===== src/verilog/mul_params_pkg.sv =====
`default_nettype none

package mul_params_pkg;

	// ~~~~~~~~~~~~~~~~~~~~~~~~~~~~~~~~~~~~~~
	// operand and product sizes
	// ~~~~~~~~~~~~~~~~~~~~~~~~~~~~~~~~~~~~~~
	localparam int op_width   = 32;
	localparam int prod_width = 64;
	localparam int pp_rows    = 32;                 // one row per bit of b.

	// ~~~~~~~~~~~~~~~~~~~~~~~~~~~~~~~~~~~~~~
	// wallace reduction schedule
	// ~~~~~~~~~~~~~~~~~~~~~~~~~~~~~~~~~~~~~~
	// rows entering each carry-save layer, last entry is what leaves layer 7.
	localparam int layer_rows [0:8] = '{32, 22, 15, 10, 7, 5, 4, 3, 2};

	localparam int reduce_stages = 4;               // two layers per register bank.

	// prep + partial products + reduction banks + final add.
	localparam int mul_latency = 2 + reduce_stages + 1;

endpackage

`default_nettype wire


===== src/verilog/mul_types_pkg.sv =====
`default_nettype none

package mul_types_pkg;

	// operand interpretation for a multiply.
	typedef enum logic [1:0] {
		op_umul  = 2'd0,    // unsigned a times unsigned b.
		op_smul  = 2'd1,    // signed a times signed b.
		op_sumul = 2'd2     // signed a times unsigned b.
	} mul_op_e;

endpackage

`default_nettype wire


===== src/verilog/csa_layer.sv =====
`timescale 1ns/1ps
`default_nettype none

module csa_layer import mul_params_pkg::*; #(
	parameter  int in_rows  = 3,
	localparam int out_rows = (in_rows / 3) * 2 + in_rows % 3
) (
	input  logic [prod_width-1:0] rows_in  [in_rows],
	output logic [prod_width-1:0] rows_out [out_rows]
);

	localparam int groups = in_rows / 3;
	localparam int rest   = in_rows % 3;

	genvar g;
	genvar r;

	// 3:2 compressors, each group of three rows becomes a sum and a carry row.
	for (g = 0; g < groups; g++) begin : gen_group
		logic [prod_width-1:0] x;
		logic [prod_width-1:0] y;
		logic [prod_width-1:0] z;

		assign x = rows_in[3*g];
		assign y = rows_in[3*g+1];
		assign z = rows_in[3*g+2];

		assign rows_out[2*g]   = x ^ y ^ z;
		assign rows_out[2*g+1] = ((x & y) | (y & z) | (x & z)) << 1;   // carry weight is one up.
	end

	// leftover rows skip this layer.
	for (r = 0; r < rest; r++) begin : gen_pass
		assign rows_out[2*groups+r] = rows_in[3*groups+r];
	end

endmodule

`default_nettype wire


===== src/verilog/final_adder.sv =====
`timescale 1ns/1ps
`default_nettype none

module final_adder import mul_params_pkg::*; (
	input  logic                  clk,
	input  logic                  rst,
	input  logic                  valid,
	input  logic [prod_width-1:0] sum_row,
	input  logic [prod_width-1:0] carry_row,
	input  logic                  neg,
	output logic [prod_width-1:0] ans,
	output logic                  rdy
);

	logic [prod_width-1:0] total;

	assign total = sum_row + carry_row;             // carry out of bit 63 is dropped.

	always_ff @(posedge clk) begin
		ans <= neg ? -total : total;
	end

	always_ff @(posedge clk) begin
		if (rst)
			rdy <= 1'b0;
		else
			rdy <= valid;
	end

endmodule

`default_nettype wire


===== src/verilog/multiplier_top.sv =====
`timescale 1ns/1ps
`default_nettype none

module multiplier_top import mul_params_pkg::*, mul_types_pkg::*; (
	input  logic                  clk,
	input  logic                  rst,
	input  logic                  valid,
	input  mul_op_e               op,
	input  logic [op_width-1:0]   a,
	input  logic [op_width-1:0]   b,
	output logic [prod_width-1:0] ans,
	output logic                  rdy
);

	logic [op_width-1:0]   mag_a;
	logic [op_width-1:0]   mag_b;
	logic                  prep_neg;
	logic                  prep_valid;

	logic [prod_width-1:0] pp_rows_q [pp_rows];
	logic                  pp_neg;
	logic                  pp_valid;

	logic [prod_width-1:0] sum_row;
	logic [prod_width-1:0] carry_row;
	logic                  red_neg;
	logic                  red_valid;

	operand_prep u_prep (
		.clk       (clk),
		.rst       (rst),
		.valid     (valid),
		.op        (op),
		.a         (a),
		.b         (b),
		.mag_a     (mag_a),
		.mag_b     (mag_b),
		.neg       (prep_neg),
		.valid_out (prep_valid)
	);

	partial_products u_pp (
		.clk       (clk),
		.rst       (rst),
		.valid     (prep_valid),
		.mag_a     (mag_a),
		.mag_b     (mag_b),
		.neg       (prep_neg),
		.rows      (pp_rows_q),
		.neg_out   (pp_neg),
		.valid_out (pp_valid)
	);

	wallace_reduce u_reduce (
		.clk       (clk),
		.rst       (rst),
		.valid     (pp_valid),
		.rows      (pp_rows_q),
		.neg       (pp_neg),
		.sum_row   (sum_row),
		.carry_row (carry_row),
		.neg_out   (red_neg),
		.valid_out (red_valid)
	);

	final_adder u_add (
		.clk       (clk),
		.rst       (rst),
		.valid     (red_valid),
		.sum_row   (sum_row),
		.carry_row (carry_row),
		.neg       (red_neg),
		.ans       (ans),
		.rdy       (rdy)
	);

endmodule

`default_nettype wire


===== src/verilog/operand_prep.sv =====
`timescale 1ns/1ps
`default_nettype none

module operand_prep import mul_params_pkg::*, mul_types_pkg::*; (
	input  logic                clk,
	input  logic                rst,
	input  logic                valid,
	input  mul_op_e             op,
	input  logic [op_width-1:0] a,
	input  logic [op_width-1:0] b,
	output logic [op_width-1:0] mag_a,
	output logic [op_width-1:0] mag_b,
	output logic                neg,
	output logic                valid_out
);

	logic a_signed;
	logic b_signed;
	logic a_neg;
	logic b_neg;

	always_comb begin
		a_signed = 1'b0;
		b_signed = 1'b0;
		case (op)
			op_smul: begin
				a_signed = 1'b1;
				b_signed = 1'b1;
			end
			op_sumul: a_signed = 1'b1;
			default: ;                              // unused code multiplies unsigned.
		endcase
	end

	assign a_neg = a_signed & a[op_width-1];
	assign b_neg = b_signed & b[op_width-1];

	// 2^31 fits as an unsigned magnitude.
	always_ff @(posedge clk) begin
		mag_a <= a_neg ? -a : a;
		mag_b <= b_neg ? -b : b;
		neg   <= a_neg ^ b_neg;
	end

	always_ff @(posedge clk) begin
		if (rst)
			valid_out <= 1'b0;
		else
			valid_out <= valid;
	end

endmodule

`default_nettype wire


===== src/verilog/partial_products.sv =====
`timescale 1ns/1ps
`default_nettype none

module partial_products import mul_params_pkg::*; (
	input  logic                  clk,
	input  logic                  rst,
	input  logic                  valid,
	input  logic [op_width-1:0]   mag_a,
	input  logic [op_width-1:0]   mag_b,
	input  logic                  neg,
	output logic [prod_width-1:0] rows [pp_rows],
	output logic                  neg_out,
	output logic                  valid_out
);

	logic [prod_width-1:0] a_wide;

	assign a_wide = prod_width'(mag_a);

	// row i is a shifted by i where bit i of b is set.
	always_ff @(posedge clk) begin
		for (int i = 0; i < pp_rows; i++) begin
			rows[i] <= mag_b[i] ? (a_wide << i) : '0;
		end
		neg_out <= neg;
	end

	always_ff @(posedge clk) begin
		if (rst)
			valid_out <= 1'b0;
		else
			valid_out <= valid;
	end

endmodule

`default_nettype wire


===== src/verilog/wallace_reduce.sv =====
`timescale 1ns/1ps
`default_nettype none

module wallace_reduce import mul_params_pkg::*; (
	input  logic                  clk,
	input  logic                  rst,
	input  logic                  valid,
	input  logic [prod_width-1:0] rows [pp_rows],
	input  logic                  neg,
	output logic [prod_width-1:0] sum_row,
	output logic [prod_width-1:0] carry_row,
	output logic                  neg_out,
	output logic                  valid_out
);

	logic [prod_width-1:0] l1_rows [layer_rows[1]];
	logic [prod_width-1:0] l2_rows [layer_rows[2]];
	logic [prod_width-1:0] st1     [layer_rows[2]];
	logic [prod_width-1:0] l3_rows [layer_rows[3]];
	logic [prod_width-1:0] l4_rows [layer_rows[4]];
	logic [prod_width-1:0] st2     [layer_rows[4]];
	logic [prod_width-1:0] l5_rows [layer_rows[5]];
	logic [prod_width-1:0] l6_rows [layer_rows[6]];
	logic [prod_width-1:0] st3     [layer_rows[6]];
	logic [prod_width-1:0] l7_rows [layer_rows[7]];
	logic [prod_width-1:0] l8_rows [layer_rows[8]];

	logic [reduce_stages-1:0] neg_sr;
	logic [reduce_stages-1:0] valid_sr;

	// ~~~~~~~~~~~~~~~~~~~~~~~~~~~~~~~~~~~~~~
	// stage 1, 32 rows to 15
	// ~~~~~~~~~~~~~~~~~~~~~~~~~~~~~~~~~~~~~~
	csa_layer #(.in_rows(layer_rows[0])) u_layer0 (.rows_in(rows),    .rows_out(l1_rows));
	csa_layer #(.in_rows(layer_rows[1])) u_layer1 (.rows_in(l1_rows), .rows_out(l2_rows));

	always_ff @(posedge clk) st1 <= l2_rows;

	// ~~~~~~~~~~~~~~~~~~~~~~~~~~~~~~~~~~~~~~
	// stage 2, 15 rows to 7
	// ~~~~~~~~~~~~~~~~~~~~~~~~~~~~~~~~~~~~~~
	csa_layer #(.in_rows(layer_rows[2])) u_layer2 (.rows_in(st1),     .rows_out(l3_rows));
	csa_layer #(.in_rows(layer_rows[3])) u_layer3 (.rows_in(l3_rows), .rows_out(l4_rows));

	always_ff @(posedge clk) st2 <= l4_rows;

	// ~~~~~~~~~~~~~~~~~~~~~~~~~~~~~~~~~~~~~~
	// stage 3, 7 rows to 4
	// ~~~~~~~~~~~~~~~~~~~~~~~~~~~~~~~~~~~~~~
	csa_layer #(.in_rows(layer_rows[4])) u_layer4 (.rows_in(st2),     .rows_out(l5_rows));
	csa_layer #(.in_rows(layer_rows[5])) u_layer5 (.rows_in(l5_rows), .rows_out(l6_rows));

	always_ff @(posedge clk) st3 <= l6_rows;

	// ~~~~~~~~~~~~~~~~~~~~~~~~~~~~~~~~~~~~~~
	// stage 4, 4 rows to sum and carry
	// ~~~~~~~~~~~~~~~~~~~~~~~~~~~~~~~~~~~~~~
	csa_layer #(.in_rows(layer_rows[6])) u_layer6 (.rows_in(st3),     .rows_out(l7_rows));
	csa_layer #(.in_rows(layer_rows[7])) u_layer7 (.rows_in(l7_rows), .rows_out(l8_rows));

	always_ff @(posedge clk) begin
		sum_row   <= l8_rows[0];
		carry_row <= l8_rows[1];
	end

	// sign and valid ride along with the banks.
	always_ff @(posedge clk) begin
		neg_sr <= {neg_sr[reduce_stages-2:0], neg};
	end

	always_ff @(posedge clk) begin
		if (rst)
			valid_sr <= '0;
		else
			valid_sr <= {valid_sr[reduce_stages-2:0], valid};
	end

	assign neg_out   = neg_sr[reduce_stages-1];
	assign valid_out = valid_sr[reduce_stages-1];

endmodule

`default_nettype wire

===== config.mk =====
export PLATFORM = sky130hd
export DESIGN_NAME = multiplier_top
export DESIGN_NICKNAME = d
export VERILOG_FILES = /design/src/verilog/mul_params_pkg.sv /design/src/verilog/mul_types_pkg.sv /design/src/verilog/csa_layer.sv /design/src/verilog/final_adder.sv /design/src/verilog/multiplier_top.sv /design/src/verilog/operand_prep.sv /design/src/verilog/partial_products.sv /design/src/verilog/wallace_reduce.sv
export SDC_FILE = /design/constraint.sdc
export NUM_CORES = 2
export LEC_CHECK = 0
export BUFFER_PORTS_ARGS = -buffer_cell sky130_fd_sc_hd__buf_2
export CAP_MARGIN = 20
export CORE_MARGIN = 5
export CORE_UTILIZATION = 45
export CTS_CLUSTER_SIZE = 14
export DETAILED_ROUTE_END_ITERATION = 10
export SKIP_LAST_GASP = 1
export SLEW_MARGIN = 20
export SYNTH_ARGS = -nofsm -noshare
export SYNTH_HDL_FRONTEND = slang
export SYNTH_SLANG_ARGS = --single-unit

===== constraint.sdc =====
create_clock -name clk -period 8.8 [get_ports clk]
set_input_delay 0.88 -clock clk [delete_from_list [all_inputs] [get_ports clk]]
set_output_delay 0.88 -clock clk [all_outputs]
set_load 0.02 [all_outputs]

==> tab_implementation.tex <==
\begin{tabular}{lr}
\hline
Metric & Value \\
\hline
\multicolumn{2}{l}{\textbf{Power and ir drop}} \\
\quad Clock share of power & 27.9\% \\
\quad Internal portion of total power & 23.1 mW \\
\quad Net load switching power & 11.8 mW \\
\quad Part of the power in registers & 42.0\% \\
\quad Power per standard cell area & 365 nW/µm² \\
\quad Total Power & 34.9 mW \\
\quad Net switching fraction of the power & between 30 and 40\% \\
\quad Reported leakage power & 44.3 nW \\
\quad Worst IR drop on VDD & 231 µV \\
\quad Power share of the combinational group & 30.2\% \\
\multicolumn{2}{l}{\textbf{Critical path}} \\
\quad CP peak stage delay & 680 ps \\
\quad Endpoint type of the worst setup path & flip-flop \\
\quad Critical path peak fanout & 9 \\
\quad Worst path depth & 12 \\
\quad Worst path bufs/invs & 0 \\
\quad Critical Setup Path Class & reg2reg \\
\quad Arrival time at the worst endpoint & 5330 ps \\
\quad Cell with the biggest individual delay on the critical path & a211oi\_1 \\
\quad Required time of the critical path & 9570 ps \\
\quad Critical path cell sequence & ha\_1 -> a21oi\_2 -> o21ai\_1 -> a211oi\_1 -> a211oi\_1 -> or2\_2 -> xor2\_1 -> or4b\_1 -> nor4\_2 -> nand3\_1 -> o31ai\_2 -> xnor2\_1 \\
\quad Most used cell along the critical path & a211oi\_1 \\
\quad Kind of launch point of the worst setup path & flip-flop \\
\quad Dominant delay contributor by cell family on the critical path & simple AND/OR/NAND/NOR gates \\
\quad Worst r2r path cells & 12 \\
\multicolumn{2}{l}{\textbf{Layout}} \\
\quad NumNets Final & 8,478 \\
\quad Post-Route Utilization & between 50\% and 60\% \\
\quad Most frequent cells in the layout & 2,187 x dfxtp\_1, 1,648 x inv\_1, 1,039 x and2\_1 \\
\quad Leading cell type in the layout, fill and taps excluded & dfxtp\_1 \\
\quad Number of non-filler instances in the completed layout & 9,978 \\
\quad Syn-to-layout area delta & 12.8\% \\
\quad Share of post-route cells with drive strength above 1 & 7.96\% \\
\multicolumn{2}{l}{\textbf{Yosys}} \\
\quad Number of enable-type register cells in the synthesized netlist & 0 \\
\quad Synthesized cell area & roughly 85,000 µm² \\
\quad Net count after synthesis & 8,341 \\
\quad Share of the synthesized area in the top cell type & a little over half \\
\quad Yosys synthesis warning count & 0 \\
\quad Synthesized instance count & 7,147 \\
\quad Mapped Avg Cell Area & 11.9 µm² \\
\quad Async set-or-reset flop fraction in the synthesized netlist & 0\% \\
\quad Number of storage elements in the synthesis netlist & about 2,300 \\
\quad Leading register cell type out of synthesis & dfxtp\_1 \\
\quad Sequential element share of the synthesized area & 53.1\% \\
\quad Top cells by area, synth & dfxtp\_1 53\%, fa\_1 21\%, and2\_1 7.7\% \\
\quad Most area-hungry cell type in the Yosys netlist & dfxtp\_1 \\
\quad Library cells used by synthesis & 71 \\
\multicolumn{2}{l}{\textbf{Clocking}} \\
\quad Clock insertion delay at the later pin of the skew report & 850 ps \\
\quad CTS root buffer & clkbuf\_16 \\
\quad Number of setup buffers added after CTS & 0 \\
\quad TritonCTS Sinks & $\sim$2,300 \\
\quad Clock-pin transition on the worst setup and hold timing paths & 60 ps \\
\quad Hold-fix buffer count after cts & 0 \\
\quad Number of buffers inserted during clock tree synthesis & about 220 \\
\quad Post-cts resize count & 0 \\
\quad Max Buffers Root-to-Sink & 3 \\
\quad Maximum level of the CTS H-tree & 4 \\
\quad Clock tree from TritonCTS & built \\
\multicolumn{2}{l}{\textbf{STA}} \\
\quad Final worst-path setup slack & 4250 ps \\
\quad Final setup TNS & 0 ps \\
\quad Setup repair after global routing missed its margin & false \\
\quad Transition time at the pin with the least slew margin & approximately 1100 ps \\
\quad Final count of negative-setup-slack endpoints & 0 \\
\quad Number of hold-slack violations in the final timing report & 0 \\
\quad Min Clock Period, post-route & 4550 ps \\
\quad Share of the clock period used by the worst path after layout & 51.7\% \\
\quad Layout Skew & 37.9 ps \\
\quad Fmax & 0.220 GHz \\
\quad Headroom to the max-slew limit & about 25\% \\
\quad Max-slew violation count & 0 \\
\multicolumn{2}{l}{\textbf{GRT}} \\
\quad Remaining global-route overflow & 0 \\
\quad Global-route wire length before repair & 285,000 µm \\
\quad Maximum number of pins on one net before global-route repair & between 50 and 60 \\
\quad Global router's overall resource usage & 18.9\% \\
\quad Number of global-route vias before repair & 48,648 \\
\quad Number of antenna violations at the first check in global routing & 21 \\
\multicolumn{2}{l}{\textbf{Die}} \\
\quad Site row count & roughly 160 \\
\quad Vertical die dimension & around 440 µm \\
\quad Initial cell density of the core & a little under half \\
\quad Die X & approximately 440 µm \\
\quad Die outline area & 197,000 µm² \\
\quad Core ar. & 188,000 µm² \\
\quad Count of boundary I/O pins & roughly 130 \\
\multicolumn{2}{l}{\textbf{Drt}} \\
\quad WL/cell & 18.2 µm \\
\quad Number of remaining DRC errors & 0 \\
\quad Mean number of vias per cell & approximately 4.4 \\
\quad Antenna viol nets, final & 0 \\
\quad Total vias in the final route & between 40,000 and 50,000 \\
\quad Drt initial violations & 2,100 \\
\quad Routed wire length & 182,000 µm \\
\quad Number of iterations in the first detailed-routing pass & 5 \\
\multicolumn{2}{l}{\textbf{Worst hold path}} \\
\quad Hold crit path type & in2reg \\
\quad Number of cells on the worst hold path & 1 \\
\multicolumn{2}{l}{\textbf{Place}} \\
\quad Placed Cells incl. Taps & 9,553 \\
\quad Post-detail-place hpwl & about 130,000 µm \\
\quad Post-Place Setup Slack & 4280 ps \\
\quad Input/output buffers & roughly 130 \\
\quad Final RePlAce weighted congestion & just over 0.8 \\
\multicolumn{2}{l}{\textbf{Status}} \\
\quad Status & finished clean \\
\multicolumn{2}{l}{\textbf{Flow run}} \\
\quad \# Max-Cap Violations & 0 \\
\hline
\end{tabular}
-- routing by layer --
layer / up-vias / global-route usage, % / share of wire [%]
met1: 22374 / 26.4 / 47
met3: 230 / 2.87 / 3.8
met2: 733 / 31.3 / 47
li1: 21024 / - / -
met5: - / 0 / 0
met4: 0 / 4.70 / 1.9
-- power by group through the flow --
| stage | clock [mW] | sequential, mW | combinational [mW] |
|---|---|---|---|
| after floorplan | 0 | 14.3 | 6.93 |
| after global placement | 0 | 14.9 | 10.5 |
| after detailed placement | 0 | 14.9 | 10.8 |
| after CTS | 9.96 | 14.7 | 10.9 |
| after global routing | 10.4 | 14.9 | 12.4 |
| final | 9.73 | 14.6 | 10.5 |
-- worst reg2reg max path, delay by kind of cell (launching register included) --
kind,cells,cell delay [ps]
AND/OR/NAND/NOR,4,1770
AO/OA/AOI/OAI,5,1630
adder cells (fa/ha/maj),1,430
XOR/XNOR,2,360
flip-flops,1,300
-- registers in the layout, indices dropped and copies added, names as in the netlist, 55 cells and up --
| name | flops |
|---|---|
| u_reduce.st3 | 183 |
| u_reduce.st1 | 513 |
| u_reduce.sum_row | 63 |
| u_reduce.st2 | 273 |
| u_pp.rows | 1024 |
| u_reduce.carry_row | 55 |
| u_add.ans | 64 |
-- synthesized netlist by cell type (all sizes together), types with 3 or more instances --
library cell / n
nor3: 27
a211o: 3
nor2b: 11
or4: 7
nand3: 19
o21a: 9
o21ai: 99
fa: 907
ha: 218
a21oi: 106
a221oi: 6
dfxtp: 2252
o21bai: 5
a41oi: 3
nor4: 18
buf: 5
or2: 7
a211oi: 11
nand3b: 5
a31oi: 5
nand2: 100
nand2b: 22
o211ai: 7
and3: 7
clkbuf: 221
nand4: 23
nor2: 91
xor2: 61
o2111ai: 4
and4: 6
o41ai: 9
a21o: 18
or3: 13
and2: 1039
inv: 1648
xnor2: 102
nor3b: 3
a22oi: 3
o31ai: 22
-- cell families after synthesis --
family | share of synthesized area (%)
AO/OA/AOI/OAI | 2.43
XOR/XNOR | 1.68
adder cells (fa/ha/maj) | 24.6
buffers and inverters | 8.31
flip-flops | 53.1
multiplexers | 0.0236
AND/OR/NAND/NOR | 9.83
-- final cells by class --
| type | count | area (µm²) |
|---|---|---|
| fillers | 16388 | 92100 |
| flip-flops and latches | 2252 | 45200 |
| multi-input cells | 3021 | 32700 |
| clock buffers | 325 | 6570 |
| inverters | 1648 | 6190 |
| well taps | 2495 | 3120 |
| clock inverters | 88 | 1170 |
| repair buffers | 139 | 731 |
| diodes | 10 | 25.0 |
-- per-stage QoR --
| step | hold slack [ps] | area [µm²] |
|---|---|---|
| 2_1_floorplan | 310 | 84900 |
| 3_3_place_gp | 310 | 87900 |
| 3_5_place_dp | 312 | 87900 |
| 4_1_cts | 92.4 | 95700 |
| 5_1_grt | 114 | 95700 |
| 6_report | 180 | 95700 |
-- worst paths after layout --
kind                             start                 to  slack [ps]
setup / recovery  u_reduce.sum_row[15]      u_add.ans[56]        4250
hold / removal                    a[0]    u_prep.mag_a[0]         180
setup reg to reg  u_reduce.sum_row[15]      u_add.ans[56]        4250
hold reg to reg      u_reduce.st1[436]  u_reduce.st2[308]         300
Power figures use the tool's default switching activity.
